<file path="config.mk">
export PLATFORM = sky130hd
export DESIGN_NAME = panel_mux
export DESIGN_NICKNAME = d
export VERILOG_FILES = /design/src/verilog/panel_pkg.sv /design/src/verilog/panel_mux.sv
export SDC_FILE = /design/constraint.sdc
export NUM_CORES = 1
export LEC_CHECK = 0
export ABC_AREA = 1
export BUFFER_PORTS_ARGS = -buffer_cell sky130_fd_sc_hd__buf_2
export CELL_PAD_IN_SITES_DETAIL_PLACEMENT = 0
export CELL_PAD_IN_SITES_GLOBAL_PLACEMENT = 1
export CORE_UTILIZATION = 10
export DETAILED_ROUTE_END_ITERATION = 12
export PLACE_DENSITY = 0.88
export SLEW_MARGIN = 20
export SYNTH_ARGS = -nofsm -noshare
export SYNTH_HDL_FRONTEND = slang
export SYNTH_SLANG_ARGS = --single-unit
</file>
<file path="constraint.sdc">
create_clock -name vclk -period 0.8
set_clock_uncertainty 0.15 [all_clocks]
set_input_delay 0.04 -clock vclk [all_inputs]
set_output_delay 0.04 -clock vclk [all_outputs]
set_load 0.005 [all_outputs]
</file>
<file path="src/verilog/panel_pkg.sv">
`default_nettype none

package panel_pkg;

  // bus and memory geometry
  localparam int ADDR_W    = 12;
  localparam int WORD_W    = 32;
  localparam int STRB_W    = WORD_W / 8;
  localparam int LANE_W    = $clog2(STRB_W);
  localparam int MEM_WORDS = 1024;
  localparam int WIDX_W    = $clog2(MEM_WORDS);

  // display geometry
  localparam int DIGITS    = 8;
  localparam int NIBBLE_W  = 4;
  localparam int SEG_W     = 7;
  localparam int LED_W     = 16;

  // clock cycles per digit, small so simulation stays short
  localparam int SCAN_DIV  = 4;
  localparam int SCAN_CNT_W = $clog2(SCAN_DIV);

  // zero pad above the address in the record view
  localparam int REC_PAD_W = WORD_W - ADDR_W - LED_W;

  typedef logic [ADDR_W-1:0]          addr_t;
  typedef logic [WORD_W-1:0]          word_t;
  typedef logic [STRB_W-1:0]          strb_t;
  typedef logic [WIDX_W-1:0]          widx_t;
  typedef logic [$clog2(DIGITS)-1:0]  digit_t;
  typedef logic [NIBBLE_W-1:0]        nibble_t;
  typedef logic [SCAN_CNT_W-1:0]      scan_cnt_t;
  typedef logic [DIGITS-1:0]          an_t;
  typedef logic [LED_W-1:0]           led_t;

  // active low, bit 6 is segment a and bit 0 is segment g
  typedef logic [SEG_W-1:0]           seg_t;

  // last completed good APB access
  typedef struct packed {
    addr_t addr;
    word_t data;
  } access_rec_t;

  // everything the board pins need from the scanner
  typedef struct packed {
    an_t  an;
    seg_t seg;
    led_t led;
  } panel_out_t;

endpackage

`default_nettype wire

</file>
<file path="src/verilog/panel_mux.sv">
`default_nettype none

module panel_mux (
  input  logic                   prog,
  input  panel_pkg::word_t       probe_word,
  input  panel_pkg::access_rec_t rec,
  output panel_pkg::word_t       panel_word
);
  import panel_pkg::*;

  word_t rec_view;

  // record view from the top down is pad, address, low data half
  // so the address lands on digits 4 to 6 and the data on the leds
  assign rec_view = {{REC_PAD_W{1'b0}}, rec.addr, rec.data[LED_W-1:0]};

  always_comb begin
    if (prog) begin
      panel_word = rec_view;
    end else begin
      panel_word = probe_word;
    end
  end

endmodule

`default_nettype wire

</file>
==> impl_metrics.ini, run 1 <==
[status]
outcome = completed

[placement]
post-dp-hpwl_mm = 1.460
gp_congestion = 0.6725
placed_area_um2 = 924.6
placement.io_buffers = 93
number_of_placed_instances_taps_included = 238

[worst_setup_path]
crit_path_start = prog
worstPathCellList = buf_8, buf_12, nand2_1, nand2_1, buf_2
arrival_ns = 0.55
critical-path-max-stage-delay_ns = 0.15
path_class = input pin to output pin
most_common_cell_type_on_the_critical_path = nand2_1
worst_setup_path_end_kind = output pin
cp.required_ns = 0.61
worstSetupStartpointType = input pin
cp_max_stage_cell = buf_12
cp_max_fo = 17

[synthesis]
compound_gate_fraction_of_synth_area = 0
netlist_top_cells_count = nand2_1 (84), buf_6 (4), inv_1 (4), nor2_1 (4), buf_4 (2)
post_synth_fa_ha_maj_area_fraction = 0
synth_fp_nets = 176
combinational_family_with_the_most_area_after_synthesis = simple AND/OR/NAND/NOR gates
synth_simple_gate_area_frac = 0.7928
synth_top_cells_by_area = nand2_1 (76%), buf_6 (11%), buf_4 (3.6%)
library_cell_with_the_highest_instance_count_after_synthesis = nand2_1
synth_top_cell_by_area = nand2_1
synthesis.area_per_instance_um2 = 4.209
netlist.area_leader.share = 0.7568
post_synth_inst_count = 99
yosys.cell_types.count = 6
synth-seq-area-share = 0
synth_xor_area_frac = 0
synth.cell_area_um2 = 416.7
synthesis_warning_total = 0
synth.area.mux_share = 0

[floorplan]
top_level_ports = 109
dieArea_um2 = 4429
dieHeight_um = 66.55
placement_rows = 23
starting_density_of_the_core = 0.1042
die_width_um = 66.55
fp.coreArea_um2 = 4000

[cells_and_area]
layoutNonFillerInstCount = 240
num-clock-buffers = 0
area_growth_syn_to_layout_pct = 133.6
insertedDiodeCount = 0
drive_gt1_frac = 0.5158
fill_cells = 454
multi_input_comb_area_um2 = 330.3
layout.nets = 269
storage_element_area_um2 = 0
nFlopsAndLatches = 0
final_cell_area_um2 = 973.4

[timing]
setup_violators_final = 0
slew_viol_final = 0
fin_worst_hold_slack_ns = 0.1831
min_period_ns = 0.7417
finalCritPeriodShare = 0.9271
final_hold_viol_count = 0
clock.fmax_mhz = 1348
measured_slew_at_the_worst_slew_check_pin_ns = 0.1238
timing.slew.headroom = 0.9174
grt_setup_unrepaired = no

[hold_path]
hold_end = panel_word[14]
worstHoldPathType = input pin to output pin
hp-start = probe_word[14]
hold_depth = 4

[power]
vdd_ir_drop_max_uv = 222.4
cellPowerDensity_nw_per_um2 = 500.6
static-leakage-power_nw = 0.6966
power.total_w = 0.0004873

[global_routing]
grt_first_pass_wirelength_mm = 2.587
grt_max_degree = 29
grt_overflow = 0
track_usage = 0.07138
vias_in_the_first_global_route = 615
antenna_violations_before_repair = 0

[cts]
cts_setup_buffers = 0
cts_hold_repair.buffers = 0

[run]
max_cap_viol_count = 0

[routing]
post_drt_wl_per_cell_um = 8.350
postRouteWirelength_mm = 2.004
detail_route.vias_per_cell = 3.550
antenna_violating_nets_post_route = 0
drt_iter0_markers = 10
drc = 0
vias = 852
dr.pass1.iters = 4
metrics by stage:
stage               utilization  setup WS [ns]  setup TNS [ns]
floorplan                     -         0.1702               0
global placement         0.2312       -0.03661         -0.6030
detailed placement       0.2312       -0.04946         -0.7965
CTS                      0.2318       0.004358               0
global route             0.2434       0.002770               0
finish                   0.2434        0.05831               0
layout make-up:
class                           instances  area share
Inverter                                5     0.03213
Timing Repair Buffer                   96      0.5553
Tap cell                               50     0.06427
Multi-Input combinational cell         88      0.3393
Timing Repair inverter                  1    0.008997
kinds of logic (layout without fill, tap and decap cells):
group,Yosys count,count (layout)
AND/OR/NAND/NOR,88,88
buffers and inverters,11,102
critical path, delay by kind of cell:
kind | cells | cell delay (ns)
buffers and inverters | 3 | 0.40
AND/OR/NAND/NOR | 2 | 0.11
metal layers:
metal  track usage  part of all wire  vias to the layer above
li1              -                 -                      470
met1       0.09274              0.46                      340
met2        0.1364              0.48                       42
met3      0.001712             0.055                        0
met4             0                 0                        0
met5             0                 0                        -
layout by cell type, fill, tap and decap left out:
master	n
nand2_1	84
clkinv_8	1
buf_12	2
buf_8	1
nor2_1	4
buf_2	92
inv_1	4
clkbuf_16	1
inv_6	1
worst max path at each step:
stage                     slack, ns             end
final                          0.06  panel_word[11]
after global routing          0.003  panel_word[13]
after CTS                     0.004  panel_word[19]
after detailed placement      -0.05  panel_word[20]
after global placement        -0.04  panel_word[22]
after floorplan                0.17  panel_word[10]
repair_timing:
item / 4_1_cts / 5_1_grt
pin swaps: 0 / 0
resized for setup: 1 / 3
gates cloned: 0 / 2
setup endpoints to repair: 28 / 28
report_power, final:
group	leakage (nW)	switching, W	internal, W
clock	0	0	0
combinational	0.697	0.000215	0.000272
sequential	0	0	0
Power figures use the tool's default switching activity.
==> run 2: changes to the inputs <==
CORE_MARGIN = 8   (was not set)
==> run 2 against run 1 <==
Die area is 46% higher; highest routed layer unchanged; total power is 0.98% higher; cell area stayed put; worst hold slack better by 0.0026 ns; largest power group unchanged; critical path depth stayed put; sequential share of layout area stayed put.
==> impl_metrics.ini, run 2 (same netlist as run 1, synthesis figures left out) <==
[routing]
detail_route.vias_per_cell = 3.533
postRouteWirelength_mm = 2.613
drc = 0
dr.pass1.iters = 2
antenna_violating_nets_post_route = 0
post_drt_wl_per_cell_um = 10.89
vias = 848
drt_iter0_markers = 11

[run]
max_cap_viol_count = 0

[cells_and_area]
storage_element_area_um2 = 0
most_common_library_cell_in_the_layout_ignoring_fill_and_taps = buf_2
nFlopsAndLatches = 0
insertedDiodeCount = 0
mostFrequentLayoutCells = buf_2 (92), nand2_1 (84), inv_1 (4), nor2_1 (4), buf_12 (2)
layoutNonFillerInstCount = 240
layout.nets = 269
area_growth_syn_to_layout_pct = 133.6
num-clock-buffers = 0
drive_gt1_frac = 0.5158
core_util_final = 0.2434

[timing]
min_period_ns = 0.7497
measured_slew_at_the_worst_slew_check_pin_ns = 0.1191
slew_viol_final = 0
timing.slew.headroom = 0.9206
fin_worst_hold_slack_ns = 0.1857
finalCritPeriodShare = 0.9372
setup_violators_final = 0
final_hold_viol_count = 0
clock.fmax_mhz = 1334
grt_setup_unrepaired = no

[hold_path]
worstHoldPathType = input pin to output pin

[worst_setup_path]
critical_path.top_delay_family = buffers and inverters
critical-path-max-stage-delay_ns = 0.16
path_class = input pin to output pin
critPathBufInv = 3
arrival_ns = 0.56
cp.required_ns = 0.61
most_common_cell_type_on_the_critical_path = nand2_1
cp_max_fo = 9
worst_setup_path_end_kind = output pin
worstPathCellList = buf_8, clkbuf_16, nand2_1, nand2_1, buf_2
cp_max_stage_cell = clkbuf_16
worstSetupStartpointType = input pin

[global_routing]
track_usage = 0.06703
vias_in_the_first_global_route = 861
grt_max_degree = 29
grt_first_pass_wirelength_mm = 3.712
grt_overflow = 0
antenna_violations_before_repair = 0

[status]
outcome = completed

[placement]
gp_congestion = 0.7188
post-dp-hpwl_mm = 2.155
placement.io_buffers = 93
number_of_placed_instances_taps_included = 238

[power]
cellPowerDensity_nw_per_um2 = 505.5
static-leakage-power_nw = 0.6966
vdd_ir_drop_max_uv = 136.6

[floorplan]
dieArea_um2 = 6488
die_width_um = 80.55
top_level_ports = 109
starting_density_of_the_core = 0.1042
fp.coreArea_um2 = 4000
dieHeight_um = 80.55
placement_rows = 23

[cts]
cts_setup_buffers = 0
cts_hold_repair.buffers = 0
[run 2: cell counts in the layout (fill, tap and decap cells not counted)]
No cell type changed its count.
[run 2: final timing paths]
check                 startpoint              to  depth (start not counted)
setup / recovery            prog   panel_word[9]                          5
hold / removal    probe_word[26]  panel_word[26]                          4
[run 2: cell type report]
class | count | area (µm²)
timing repair buffer | 96 | 540.5
inverter | 5 | 31.28
fill | 455 | 3027
multi-input combinational | 88 | 330.3
tap | 50 | 62.56
timing repair inverter | 1 | 8.758
[run 2: what timing repair did]
action	in CTS	in global routing
resized for setup	1	3
cloned	0	2
endpoints found under the setup margin	27	27
[run 2: power breakdown]
group	switching [W]	internal [W]
sequential	0	0
clock	0	0
combinational	0.000219	0.000273
[run 2: metal layers]
metal  vias up  track usage  routed length, µm
li1        470            -                  -
met1       339      0.05912                889
met2        39       0.1427               1437
met3         0      0.02567                287
met4         0            0                  0
met5         -            0                  0
[run 2: stage by stage]
step                      area (µm²)  TNS (ns)  worst slack [ns]  total power [W]
after floorplan                416.7         0            0.1702        0.0001963
after global placement         924.6   -0.6324          -0.03702        0.0004702
after detailed placement       924.6   -0.7133          -0.04366        0.0004730
after CTS                      927.1         0           0.01059        0.0004769
after global routing           973.4         0          0.008404        0.0005587
final                          973.4         0           0.05027        0.0004921
[run 2: tightest hold or removal path, delay by kind of cell]
family	cells	cell delay [ns]
buffers and inverters	2	0.17
and+or+nand+nor	2	0.08
