File: config.mk
export PLATFORM = sky130hd
export DESIGN_NAME = seg_scan
export DESIGN_NICKNAME = d
export VERILOG_FILES = /design/src/verilog/panel_pkg.sv /design/src/verilog/seg_scan.sv
export SDC_FILE = /design/constraint.sdc
export NUM_CORES = 1
export LEC_CHECK = 0
export ABC_AREA = 0
export BUFFER_PORTS_ARGS = -buffer_cell sky130_fd_sc_hd__buf_2
export CAP_MARGIN = 20
export CORE_ASPECT_RATIO = 1.25
export CORE_MARGIN = 2
export CORE_UTILIZATION = 35
export CTS_BUF_LIST = sky130_fd_sc_hd__clkbuf_8
export DETAILED_ROUTE_END_ITERATION = 10
export PLACE_DENSITY_LB_ADDON = 0.08
export SETUP_SLACK_MARGIN = 0.15
export SYNTH_ARGS = -nofsm -noshare
export SYNTH_HDL_FRONTEND = slang
export SYNTH_SLANG_ARGS = --single-unit
File: constraint.sdc
create_clock -name clk -period 2.34 [get_ports clk]
set_input_delay 0.234 -clock clk [delete_from_list [all_inputs] [get_ports clk]]
set_output_delay 0.234 -clock clk [all_outputs]
set_load 0.005 [all_outputs]
File: src/verilog/panel_pkg.sv
`default_nettype none

package panel_pkg;

  // bus and memory geometry
  localparam int ADDR_W    = 12;
  localparam int WORD_W    = 32;
  localparam int STRB_W    = WORD_W / 8;
  localparam int LANE_W    = $clog2(STRB_W);
  localparam int MEM_WORDS = 1024;
  localparam int WIDX_W    = $clog2(MEM_WORDS);

  // display geometry
  localparam int DIGITS    = 8;
  localparam int NIBBLE_W  = 4;
  localparam int SEG_W     = 7;
  localparam int LED_W     = 16;

  // clock cycles per digit, small so simulation stays short
  localparam int SCAN_DIV  = 4;
  localparam int SCAN_CNT_W = $clog2(SCAN_DIV);

  // zero pad above the address in the record view
  localparam int REC_PAD_W = WORD_W - ADDR_W - LED_W;

  typedef logic [ADDR_W-1:0]          addr_t;
  typedef logic [WORD_W-1:0]          word_t;
  typedef logic [STRB_W-1:0]          strb_t;
  typedef logic [WIDX_W-1:0]          widx_t;
  typedef logic [$clog2(DIGITS)-1:0]  digit_t;
  typedef logic [NIBBLE_W-1:0]        nibble_t;
  typedef logic [SCAN_CNT_W-1:0]      scan_cnt_t;
  typedef logic [DIGITS-1:0]          an_t;
  typedef logic [LED_W-1:0]           led_t;

  // active low, bit 6 is segment a and bit 0 is segment g
  typedef logic [SEG_W-1:0]           seg_t;

  // last completed good APB access
  typedef struct packed {
    addr_t addr;
    word_t data;
  } access_rec_t;

  // everything the board pins need from the scanner
  typedef struct packed {
    an_t  an;
    seg_t seg;
    led_t led;
  } panel_out_t;

endpackage

`default_nettype wire

File: src/verilog/seg_scan.sv
`default_nettype none

module seg_scan (
  input  logic                  clk,
  input  logic                  reset,
  input  panel_pkg::word_t      panel_word,
  output panel_pkg::panel_out_t out
);
  import panel_pkg::*;

  scan_cnt_t div_cnt;
  digit_t    digit;
  logic      tick;
  nibble_t   nib;
  seg_t      seg;
  an_t       an_rot;

  assign tick = (div_cnt == scan_cnt_t'(SCAN_DIV - 1));

  // tick divider
  always_ff @(posedge clk) begin
    if (reset) begin
      div_cnt <= '0;
    end else if (tick) begin
      div_cnt <= '0;
    end else begin
      div_cnt <= div_cnt + 1'b1;
    end
  end

  // digit index wraps 7 back to 0 on its own
  always_ff @(posedge clk) begin
    if (reset) begin
      digit <= '0;
    end else if (tick) begin
      digit <= digit + 1'b1;
    end
  end

  // nibble for the lit digit, straight from the current word
  assign nib = panel_word[digit*NIBBLE_W +: NIBBLE_W];

  // hex to segments, active low, a in bit 6
  always_comb begin
    case (nib)
      4'h0:    seg = 7'b0000001;
      4'h1:    seg = 7'b1001111;
      4'h2:    seg = 7'b0010010;
      4'h3:    seg = 7'b0000110;
      4'h4:    seg = 7'b1001100;
      4'h5:    seg = 7'b0100100;
      4'h6:    seg = 7'b0100000;
      4'h7:    seg = 7'b0001111;
      4'h8:    seg = 7'b0000000;
      4'h9:    seg = 7'b0000100;
      4'ha:    seg = 7'b0001000;
      4'hb:    seg = 7'b1100000;
      4'hc:    seg = 7'b0110001;
      4'hd:    seg = 7'b1000010;
      4'he:    seg = 7'b0110000;
      4'hf:    seg = 7'b0111000;
      default: seg = 7'b1111111;
    endcase
  end

  always_comb begin
    // one anode pulled low
    out.an  = ~(an_t'(1) << digit);
    out.seg = seg;
    out.led = panel_word[LED_W-1:0];
  end

  // anode pattern one digit further up
  assign an_rot = {out.an[DIGITS-2:0], out.an[DIGITS-1]};

  // the low anode moves up one place per tick
  a_an_steps: assert property (
    @(posedge clk) disable iff (reset)
    tick |=> (out.an == $past(an_rot))
  );

  // and stays put between ticks
  a_an_holds: assert property (
    @(posedge clk) disable iff (reset)
    !tick |=> $stable(out.an)
  );

endmodule

`default_nettype wire

==> metrics.yaml <==
sta:
  top_achievable_clock_speed_ghz: 0.407
  tightest_slew_ns: 0.330
  fin_crit_ns: 2.46
  setup_repair_after_global_routing_missed_its_margin: "yes"
  min_period_over_period_pct: 105
  worst_slack_ns: -0.115
  finalHoldViolCount: 0
  timing.max_slew.rel_slack_pct: 78.0
  final_clock_skew_ns: 0.000458
  setup-violations-final: 7
  slew_violations: 0
power:
  power_switching_share_pct: 32.8
  comb_power_share_pct: 55.6
  ir_worst_vdd_mv: 0.336
  power.switching_uw: 188
  power.sequential.fraction_pct: 17.2
  standby_leakage_power_nw: 0.686
  power.clock.fraction_pct: 27.2
  power-per-cell-area_mw_per_mm2: 409
  internal-power_uw: 385
synthesis:
  post-synth-top-area-fraction_pct: 17.1
  cells_taking_the_most_area_after_synthesis: "sky130_fd_sc_hd__ha_1 (17%), sky130_fd_sc_hd__mux4_1 (14%), sky130_fd_sc_hd__buf_4 (13%)"
  postSynthRegisterBits: 5
  syn_inst: 94
  yosys.cell_types.count: 27
  synth_sequential_area_ratio_pct: 10.5
  syn_area_per_cell_um2: 10.1
  synthDominantAreaCellType: "sky130_fd_sc_hd__ha_1"
  syn-cell-area_um2: 953
  synth.yosys.warnings: 0
  syn-num-nets: 141
place:
  place.detailed.instances: 180
  post-dp-hpwl_um: 1880
  placed_cell_area_mm2: 0.00124
  portBuffers: 64
  gp_congestion: 0.810
clocking:
  cts.hold.buffers_added: 0
  cts-root-buf: "sky130_fd_sc_hd__clkbuf_8"
  cts_htree_levels: 1
  cts_inserted_buffers: 3
  clk_latency_ns: 0.22
  clkSinkCount: 5
  clockBufferDepth: 2
  clkSlewWorstSetupHoldPaths_ns: 0.03
  cts_tree: "done"
global_route:
  grt_first_pass_wirelength_um: 3730
  overflow_left_after_global_routing: 0
  maximum_number_of_pins_on_one_net_before_global_route_repair: 10
  first_global_vias: 904
  grt_overall_usage_pct: 14.8
  initial_antenna_violation_count: 0
detailed_routing:
  ant_nets: 0
  via_density: 4.75
  drt-wirelength-per-cell_um: 11.9
  route.detailed.drc: 0
  routed_wirelength_um: 2260
  detail_route.first_pass.iterations: 3
  first_iter_violations: 10
  routed-via-count: 902
finish:
  num_antenna_cells: 0
  post_route_cells_drive_above_1_share_pct: 67.9
  postLayoutCellArea_mm2: 0.00140
  nNetsFinal: 204
  layout.core_utilization_pct: 53.4
  finish.cell_count_without_fillers: 190
  layout_overhead_on_the_synthesized_area_pct: 47.1
job:
  max_cap_violations: 0
worst_setup_path:
  reg2reg_to: "digit[2]$_SDFFE_PP0P_"
  path_max_fanout: 7
  setup.reg_to_reg.worst_slack_ns: 0.96
  worst_r2r_startpoint: "digit[0]$_SDFFE_PP0P_"
  ff2ff_path_depth: 5
  worstSetupStartpointType: "register"
  worstPathArrival_ns: 2.22
  critical_path_class: "reg -> out"
  cp.required_ns: 2.11
  cp-end-kind: "output pin"
floorplanning:
  design.die.area_mm2: 0.00316
  die_height_um: 62.4
  fp.coreArea_mm2: 0.00263
  chipWidth_um: 50.7
  placementRows: 21
  start_util_pct: 36.3
  design.portCount: 65
run_status:
  status: "finished, violations left"
  failed_checks: "negative setup slack"
hold_path:
  holdCritPathClass: "in -> reg"
  timing.hold.worst_endpoint: "digit[0]$_SDFFE_PP0P_"
  worst_hold_path.num_cells: 2
  hp-start: "reset"
[registers in the layout, summed over array words and instances (netlist names)]
| name | flops |
|---|---|
| digit | 3 |
| div_cnt | 2 |
[cell type report]
cell class	instances	area [um2]
repair buffers	78	455
flip-flops and latches	5	101
clock buffers	3	41.3
inverters	9	33.8
clock inverters	1	3.75
well taps	34	42.5
fillers	261	1220
multi-input cells	60	724
[how the worst max path moves through the flow]
stage / startpoint / end / cells past startpoint / slack, ns
finish: digit[0]$_SDFFE_PP0P_ / out[22] / 8 / -0.12
global route: digit[0]$_SDFFE_PP0P_ / out[22] / 8 / -0.22
CTS: digit[0]$_SDFFE_PP0P_ / out[21] / 8 / -0.12
detailed placement: digit[0]$_SDFFE_PP0P_ / out[22] / 8 / 0.03
global placement: digit[0]$_SDFFE_PP0P_ / out[22] / 8 / 0.06
floorplan: digit[0]$_SDFFE_PP0P_ / out[22] / 7 / 0.16
[cell families after synthesis]
family,after synthesis,synth area share [%]
compound gates,7,5.38
xor+xnor,2,1.84
fa+ha+maj,13,17.1
buf+inv,29,19.3
flops,5,10.5
mux,21,37.5
simple gates,17,8.40
[critical path, stage by stage (launching register included)]
cell	delay (ns)
sky130_fd_sc_hd__dfxtp_2	0.34
sky130_fd_sc_hd__buf_8	0.14
sky130_fd_sc_hd__mux4_2	0.52
sky130_fd_sc_hd__mux2i_4	0.23
sky130_fd_sc_hd__inv_2	0.08
sky130_fd_sc_hd__ha_4	0.18
sky130_fd_sc_hd__and3_4	0.14
sky130_fd_sc_hd__a211o_1	0.24
sky130_fd_sc_hd__buf_2	0.13
[power groups by stage]
stage	registers (mW)	clock network (mW)	logic (mW)
4_1_cts	0.0982	0.162	0.299
3_3_place_gp	0.0986	0	0.275
6_report	0.0986	0.156	0.319
5_1_grt	0.0999	0.167	0.349
2_1_floorplan	0.0985	0	0.192
3_5_place_dp	0.0987	0	0.280
[routing by layer]
layer	up-vias	track usage, %	part of all wire (%)
met5	-	0	0
met4	0	6.08	1.3
met3	3	0.962	3.8
met2	24	27.8	61
met1	431	16.8	34
li1	444	-	-
[repair_timing]
action | CTS | global route
pin swaps | 3 | 2
buffers inserted | 4 | 2
gates cloned | 0 | 0
resized for setup | 8 | 11
setup endpoints to repair | 7 | 7
[placed cells by master, fill, tap and decap left out]
master and count:
sky130_fd_sc_hd__a211o_1 1, sky130_fd_sc_hd__a211oi_1 1, sky130_fd_sc_hd__a22o_1 1, sky130_fd_sc_hd__and3_4 1
sky130_fd_sc_hd__buf_2 64, sky130_fd_sc_hd__buf_4 7, sky130_fd_sc_hd__buf_6 6, sky130_fd_sc_hd__buf_8 1
sky130_fd_sc_hd__clkbuf_8 3, sky130_fd_sc_hd__dfxtp_1 4, sky130_fd_sc_hd__dfxtp_2 1, sky130_fd_sc_hd__ha_1 10
sky130_fd_sc_hd__ha_2 1, sky130_fd_sc_hd__ha_4 2, sky130_fd_sc_hd__inv_1 6, sky130_fd_sc_hd__inv_2 4
sky130_fd_sc_hd__mux2_2 2, sky130_fd_sc_hd__mux2_4 1, sky130_fd_sc_hd__mux2i_1 6, sky130_fd_sc_hd__mux2i_4 4
sky130_fd_sc_hd__mux4_1 1, sky130_fd_sc_hd__mux4_2 7, sky130_fd_sc_hd__nand2_1 6, sky130_fd_sc_hd__nand3_1 2
sky130_fd_sc_hd__nor2_1 4, sky130_fd_sc_hd__nor3_1 1, sky130_fd_sc_hd__nor3b_1 1, sky130_fd_sc_hd__nor3b_2 1
sky130_fd_sc_hd__o21ai_1 1, sky130_fd_sc_hd__o21ai_2 1, sky130_fd_sc_hd__o2bb2ai_1 1, sky130_fd_sc_hd__o31ai_1 1
sky130_fd_sc_hd__or3_1 1, sky130_fd_sc_hd__xnor2_1 2
[Yosys cell counts]
cell type                   instances
sky130_fd_sc_hd__o31ai_1            1
sky130_fd_sc_hd__mux4_2             3
sky130_fd_sc_hd__o2bb2ai_1          1
sky130_fd_sc_hd__mux2i_1            8
sky130_fd_sc_hd__a211o_1            1
sky130_fd_sc_hd__o21ai_1            1
sky130_fd_sc_hd__and3_1             1
sky130_fd_sc_hd__or3_1              1
sky130_fd_sc_hd__xnor2_1            2
sky130_fd_sc_hd__nor3_1             1
sky130_fd_sc_hd__nand2_1            6
sky130_fd_sc_hd__o21ai_0            1
sky130_fd_sc_hd__nand3_1            2
sky130_fd_sc_hd__dfxtp_1            5
sky130_fd_sc_hd__clkbuf_1           2
sky130_fd_sc_hd__inv_2              1
sky130_fd_sc_hd__mux2i_4            2
sky130_fd_sc_hd__nor3b_1            2
sky130_fd_sc_hd__ha_1              13
sky130_fd_sc_hd__inv_1              8
sky130_fd_sc_hd__buf_6              2
sky130_fd_sc_hd__mux4_1             5
sky130_fd_sc_hd__mux2_2             3
sky130_fd_sc_hd__a211oi_1           1
sky130_fd_sc_hd__buf_4             16
sky130_fd_sc_hd__a22o_1             1
sky130_fd_sc_hd__nor2_1             4
[per-stage QoR]
step / total power, mW / worst slack [ns] / TNS [ns] / hold slack (ns)
after floorplan: 0.291 / 0.163 / 0 / 0.305
after global placement: 0.373 / 0.0574 / 0 / 0.412
after CTS: 0.559 / -0.125 / -0.687 / 0.228
final: 0.574 / -0.115 / -0.553 / 0.231
after global routing: 0.615 / -0.220 / -1.31 / 0.248
after detailed placement: 0.379 / 0.0304 / 0 / 0.424
No activity file was read; power rests on OpenSTA's default activity.
