--- src/verilog/panel_pkg.sv ---
`default_nettype none

package panel_pkg;

  // bus and memory geometry
  localparam int ADDR_W    = 12;
  localparam int WORD_W    = 32;
  localparam int STRB_W    = WORD_W / 8;
  localparam int LANE_W    = $clog2(STRB_W);
  localparam int MEM_WORDS = 1024;
  localparam int WIDX_W    = $clog2(MEM_WORDS);

  // display geometry
  localparam int DIGITS    = 8;
  localparam int NIBBLE_W  = 4;
  localparam int SEG_W     = 7;
  localparam int LED_W     = 16;

  // clock cycles per digit, small so simulation stays short
  localparam int SCAN_DIV  = 4;
  localparam int SCAN_CNT_W = $clog2(SCAN_DIV);

  // zero pad above the address in the record view
  localparam int REC_PAD_W = WORD_W - ADDR_W - LED_W;

  typedef logic [ADDR_W-1:0]          addr_t;
  typedef logic [WORD_W-1:0]          word_t;
  typedef logic [STRB_W-1:0]          strb_t;
  typedef logic [WIDX_W-1:0]          widx_t;
  typedef logic [$clog2(DIGITS)-1:0]  digit_t;
  typedef logic [NIBBLE_W-1:0]        nibble_t;
  typedef logic [SCAN_CNT_W-1:0]      scan_cnt_t;
  typedef logic [DIGITS-1:0]          an_t;
  typedef logic [LED_W-1:0]           led_t;

  // active low, bit 6 is segment a and bit 0 is segment g
  typedef logic [SEG_W-1:0]           seg_t;

  // last completed good APB access
  typedef struct packed {
    addr_t addr;
    word_t data;
  } access_rec_t;

  // everything the board pins need from the scanner
  typedef struct packed {
    an_t  an;
    seg_t seg;
    led_t led;
  } panel_out_t;

endpackage

`default_nettype wire

--- src/verilog/dbg_probe.sv ---
`default_nettype none

module dbg_probe (
  input  logic             clk,
  input  logic             reset,
  input  logic             debug,
  input  panel_pkg::word_t core_word,
  output panel_pkg::word_t probe_word
);

  // sample the core word every cycle
  // debug freezes the value captured just before it rose
  always_ff @(posedge clk) begin
    if (reset) begin
      probe_word <= '0;
    end else if (!debug) begin
      probe_word <= core_word;
    end
  end

endmodule

`default_nettype wire

--- config.mk ---
export PLATFORM = sky130hd
export DESIGN_NAME = dbg_probe
export DESIGN_NICKNAME = d
export VERILOG_FILES = /design/src/verilog/panel_pkg.sv /design/src/verilog/dbg_probe.sv
export SDC_FILE = /design/constraint.sdc
export NUM_CORES = 1
export LEC_CHECK = 0
export ABC_AREA = 1
export BUFFER_PORTS_ARGS = -buffer_cell sky130_fd_sc_hd__buf_4
export CORE_MARGIN = 2
export CORE_UTILIZATION = 40
export DETAILED_ROUTE_END_ITERATION = 6
export PLACE_DENSITY = 0.81
export SLEW_MARGIN = 20
export SYNTH_ARGS = -nofsm -noshare
export SYNTH_HDL_FRONTEND = slang
export SYNTH_SLANG_ARGS = --single-unit
--- constraint.sdc ---
create_clock -name clk -period 0.8 [get_ports clk]
set_input_delay 0.16 -clock clk [delete_from_list [all_inputs] [get_ports clk]]
set_output_delay 0.16 -clock clk [all_outputs]
set_load 0.05 [all_outputs]
==> metrics.txt, run 1 <==
Largest register FFs=32; share of layout cells above drive strength 1=39.9%; Final ANT Viol Nets=0; CP required=0.64 ns; final cell count without fillers=317; CTS HTree Levels=2; global route overflow=0; Synth cell types=6; Core Box Area=3280 µm²; IO Count=67; CP Class=reg -> out; pwr dens=1800 nW/µm²; Detail Placement HPWL=1.96 mm; Yosys warnings=0; Clock Tree Root=clkbuf_4; Post-Synthesis Cell Area=1340 µm²; vias in the first global route=1061; top flop regs=probe_word (32); wirelength, routed=3.11 mm; pre-CTS WS=-0.00951 ns; Iter 0 DRT Violations=63; Clock Sinks=32; initial antenna violation count=0; multi-input logic area=480 µm²; worst setup margin=-0.184 ns; die width=61.9 µm; Clock Skew=0 ns; placed cells=308; gr usage total=16.1%; Filler cells=285; Clk Latency, worst-skew pair=0.31 ns; pin count of the biggest net entering global routing=38; height of the die=61.9 µm; Placement Rows=21; sequential share of the synthesized area=47.9%; Crit path max-delay family=flip-flops; leak pwr=1.15 nW; PortBufs=66; clk slew on worst S/H paths=0.10 ns; actual slew at the worst max-slew pin=0.150 ns; routed vias=1279; CTS tree=built; Max Freq=1020 MHz; VDD IR max=0.925 mV; DRC viols=0; Yosys reg bits=32; crit path time final=0.984 ns; Nets=305; Critical Path Sink Type=primary output; crit path buf inv count=1; slew margin rel.=90.0%; Die Area=3830 µm²; final hold violation count=0; RSZ-0062 raised after global routing=yes; final period utilization=123%; Hold Path Class=in -> reg; Crit path arrival time=0.82 ns; routed vias/inst=4.03; Worst setup SP type=flop; Max Cap Violations=0; per-cell routed wire length=9.81 µm; CP cell instances=buf_8; synthesis-to-layout area growth=63.3%; run status=complete, but fails checks; crit-path max cell delay=0.37 ns; Max Buffers Root-to-Sink=2; hold buffers post-CTS=0; Initial Utilization=40.8%; Critical-path top delay cell=dfxtp_2; Setup Viol. Count Final=32; post-synthesis cell count=203; Synth Area per Inst=6.59 µm²; gpl congestion=0.653; first-pass GRT wire length=4.45 mm; register area=681 µm²; post-synth net total=238; TritonRoute pass-1 iters=4; Max Slew Vio Count=0; largest register by flop count=probe_word; failing checks=negative setup slack; CTS Buf Count=5; CP max FO=2; ant diodes=0; Setup TNS=-5.42 ns
-- path summary, 6_finish.rpt --
kind	start	end	slack, ns	depth (start not counted)
setup / recovery	probe_word[19]	probe_word[19]	-0.18	1
hold / removal	core_word[30]	probe_word[30]	0.06	3
setup reg to reg	probe_word[29]	probe_word[29]	0.08	5
hold reg to reg	probe_word[25]	probe_word[25]	0.52	4
-- timing repair --
| item | CTS | global route |
|---|---|---|
| setup endpoints to repair | 32 | 32 |
| gates cloned | 0 | 0 |
| gates resized for setup | 45 | 14 |
| setup buffers | 0 | 1 |
-- synth_stat cells --
| cell | number | area share, % |
|---|---|---|
| nand2_1 | 64 | 18 |
| buf_2 | 3 | 1.1 |
| nor2_1 | 64 | 18 |
| buf_6 | 7 | 5.9 |
| inv_1 | 33 | 9.3 |
| dfxtp_1 | 32 | 48 |
-- cells in the final DEF (no fill, tap or decap), types with 2 or more instances in the layout --
cell / instances
nand2_1: 64
inv_1: 33
dfxtp_2: 32
clkbuf_4: 5
buf_12: 3
buf_6: 5
nor2_1: 64
buf_8: 27
buf_4: 35
clkbuf_1: 2
-- power by group --
group	switching, mW	leakage [nW]	internal, mW	total [mW]
clock	0.507	0.0326	0.434	0.940
combinational	0.657	0.843	0.515	1.17
sequential	0.0994	0.275	1.73	1.83
-- per-layer routing --
layer  global-route usage [%]  vias to the layer above  routed length, µm
met5                        0                        -                  0
met4                     6.99                        0                 29
met3                     3.73                        2                120
met2                     30.1                       34               1790
met1                     17.1                      543               1170
li1                         -                      700                  -
-- per-stage QoR --
stage          instance area (µm²)  utilization, %  hold WS, ns  total power [mW]
2_1_floorplan                 1380               -        0.289              2.50
3_3_place_gp                  1900            57.8        0.377              2.83
3_5_place_dp                  1900            57.8        0.382              2.85
4_1_cts                       2130            64.7       0.0461              3.91
5_1_grt                       2190            66.6       0.0530              4.14
6_report                      2190            66.6       0.0599              3.94
-- cell type report --
cell class / count / share of cell area, %
timing repair buffer: 70 / 35.9
sequential: 32 / 31.1
multi-input combinational: 128 / 22.0
inverter: 33 / 5.67
clock buffer: 8 / 2.69
tap: 46 / 2.63
-- cell families after synthesis --
family,after synthesis,share of synthesized area (%)
buf+inv,43,16.3
simple gates,128,35.9
flops,32,47.9
Power figures use the tool's default switching activity.
==> run 2: changes to the inputs <==
--- a/config.mk
+++ b/config.mk
@@ -5,13 +5,11 @@
 export SDC_FILE = /design/constraint.sdc
 export NUM_CORES = 1
 export LEC_CHECK = 0
-export ABC_AREA = 1
 export BUFFER_PORTS_ARGS = -buffer_cell sky130_fd_sc_hd__buf_4
 export CORE_MARGIN = 2
-export CORE_UTILIZATION = 40
+export CORE_UTILIZATION = 38
 export DETAILED_ROUTE_END_ITERATION = 6
 export PLACE_DENSITY = 0.81
-export SLEW_MARGIN = 20
 export SYNTH_ARGS = -nofsm -noshare
 export SYNTH_HDL_FRONTEND = slang
 export SYNTH_SLANG_ARGS = --single-unit
==> metrics.txt, run 2 <==
run status=complete, but fails checks (unchanged); failing checks=negative setup slack (unchanged); Synth top cells by count=32 x dfxtp_1, 32 x mux2i_1, 32 x nor2_1, 3 x buf_12, 3 x clkbuf_1 (was 64 x nand2_1, 64 x nor2_1, 33 x inv_1, 32 x dfxtp_1, 7 x buf_6); synth top area cells=dfxtp_1 55%, mux2i_1 28%, nor2_1 10%, buf_12 5.2%, buf_6 0.97% (was dfxtp_1 48%, nand2_1 18%, nor2_1 18%, inv_1 9.3%, buf_6 5.9%); Iter 0 DRT Violations=14 (was 63); Clock Skew=0 ns (unchanged); FFs w/ async S/R, synth=0% (unchanged); worst hold slack=0.0571 ns (was 0.0599 ns); initial antenna violation count=0 (unchanged); Initial Utilization=39.1% (was 40.8%); Crit path max-delay family=flip-flops (unchanged); gr usage total=17.6% (was 16.1%); Max Buffers Root-to-Sink=2 (unchanged); Core Box Area=2980 µm² (was 3280 µm²); Final ANT Viol Nets=0 (unchanged); height of the die=59.3 µm (was 61.9 µm); Detail Placement HPWL=2.02 mm (was 1.96 mm); CTS Buf Count=5 (unchanged); Filler cells=227 (was 285); wirelength, routed=2.82 mm (was 3.11 mm); Max Cap Violations=0 (unchanged); actual slew at the worst max-slew pin=0.307 ns (was 0.150 ns); Clock Tree Root=clkbuf_4 (unchanged); final hold violation count=0 (unchanged); HP Start=core_word[9] (was core_word[30]); VDD IR max=1.34 mV (was 0.925 mV); CP cell instances=buf_8 (unchanged); clk slew on worst S/H paths=0.09 ns (was 0.10 ns); pin count of the biggest net entering global routing=33 (was 38); Synth cell types=6 (unchanged); top flop regs=probe_word (32) (unchanged); RSZ-0062 raised after global routing=yes (unchanged); synthesis-to-layout area growth=73.8% (was 63.3%); CP Class=reg -> out (unchanged); Placement Rows=20 (was 21); Post-Synthesis Cell Area=1160 µm² (was 1340 µm²); Largest register FFs=32 (unchanged); worst setup margin=-0.202 ns (was -0.184 ns); Critical Path Sink Type=primary output (unchanged); routed vias=965 (was 1279); die width=59.3 µm (was 61.9 µm); multi-input logic area=440 µm² (was 480 µm²); Yosys warnings=0 (unchanged); share of the synthesized area in the top cell type=55.1% (was 47.9%); TritonRoute pass-1 iters=4 (unchanged); Clock Sinks=32 (unchanged); R2R Path Start=probe_word[4] (was probe_word[29]); crit-path max cell delay=0.37 ns (about the same); CP max FO=2 (unchanged); Nets=211 (was 305); pwr dens=1830 nW/µm² (was 1800 nW/µm²); leak pwr=0.998 nW (was 1.15 nW); Clk Latency, worst-skew pair=0.32 ns (was 0.31 ns); post-synthesis cell count=103 (was 203); Hold Path Class=in -> reg (unchanged); number of synthesized flops with an enable pin=0 (unchanged); Yosys reg bits=32 (unchanged); Crit path arrival time=0.84 ns (was 0.82 ns); IO Count=67 (unchanged); CP startpoint=probe_word[20] (was probe_word[19]); first-pass GRT wire length=4.46 mm (was 4.45 mm); hold buffers post-CTS=0 (unchanged); gpl congestion=0.667 (was 0.653); Util after Layout=67.9% (was 66.6%); Die Area=3520 µm² (was 3830 µm²); CTS tree=built (unchanged); CTS HTree Levels=2 (unchanged); DRC viols=0 (unchanged); global route overflow=0 (unchanged); Max Freq=998 MHz (was 1020 MHz); Max Slew Vio Count=0 (unchanged); vias in the first global route=1002 (was 1061); Setup TNS=-5.86 ns (was -5.42 ns); post-synth net total=138 (was 238); final period utilization=125% (was 123%); sequential share of the synthesized area=55.1% (was 47.9%); Yosys top cell by area=dfxtp_1 (unchanged); PortBufs=66 (unchanged); Setup Viol. Count Final=32 (unchanged); Critical-path top delay cell=dfxtp_2 (unchanged); routed vias/inst=4.60 (was 4.03); share of layout cells above drive strength 1=63.8% (was 39.9%); register area=681 µm² (unchanged); crit path time final=1.00 ns (was 0.984 ns); most frequent cells in the layout=38 x buf_4, 32 x mux2i_1, 32 x nor2_1, 32 x dfxtp_2, 27 x buf_8 (was 64 x nor2_1, 64 x nand2_1, 35 x buf_4); slew margin rel.=79.6% (was 90.0%); prevailing post-synth register cell=dfxtp_1 (unchanged); crit path buf inv count=1 (unchanged); Synth Area per Inst=11.3 µm² (was 6.59 µm²); Worst setup SP type=flop (unchanged); ant diodes=0 (unchanged); per-cell routed wire length=13.4 µm (was 9.81 µm); CP required=0.64 ns (about the same); largest register by flop count=probe_word (unchanged); commonest non-fill, non-tap cell in the layout=buf_4
## run 2: final timing paths
check / to / slack, ns / cells after the start
worst min-delay path: probe_word[9] / 0.06 / 3
worst max-delay path: probe_word[20] / -0.20 / 1
worst max register to register: probe_word[4] / 0.03 / 3
worst min register to register: probe_word[21] / 0.52 / 2
## run 2: layout make-up
| class | instances | share of cell area, % |
|---|---|---|
| sequential | 32 | 33.7 |
| multi-input combinational | 64 | 21.8 |
| tap | 33 | 2.04 |
| timing repair buffer | 73 | 39.5 |
| clock inverter | 2 | 0.495 |
| clock buffer | 6 | 2.54 |
## run 2: cell families (layout without fill, tap and decap cells)
group	after synthesis	in the layout	share of synthesized area [%]
muxes	32	32	27.5
DFF	32	32	55.1
and+or+nand+nor	32	32	10.3
buffers and inverters	7	81	7.10
## run 2: metrics by stage
step	power, mW	setup slack [ns]	cells	area (µm²)
after detailed placement	2.64	-0.0923	197	1700
after floorplan	2.34	0.0449	103	1200
after global placement	2.62	-0.0169	197	1700
after CTS	3.72	-0.218	209	1980
after global routing	3.88	-0.250	210	2020
final	3.70	-0.202	210	2020
## run 2: what timing repair did
item,4_1_cts,5_1_grt
setup buffers,4,1
endpoints found under the setup margin,32,34
resized for setup,50,10
cloned,0,0
pin swaps,0,1
## run 2: routing by layer
layer  global-route usage [%]  wire [µm]
met3                     5.68        188
met5                        0          0
met4                     7.79         51
met2                     32.5       1590
met1                     17.6        996
## run 2: power breakdown
part | total (mW) | internal (mW) | switching [mW]
logic | 0.986 | 0.469 | 0.516
clock network | 0.925 | 0.417 | 0.508
registers | 1.79 | 1.71 | 0.0831
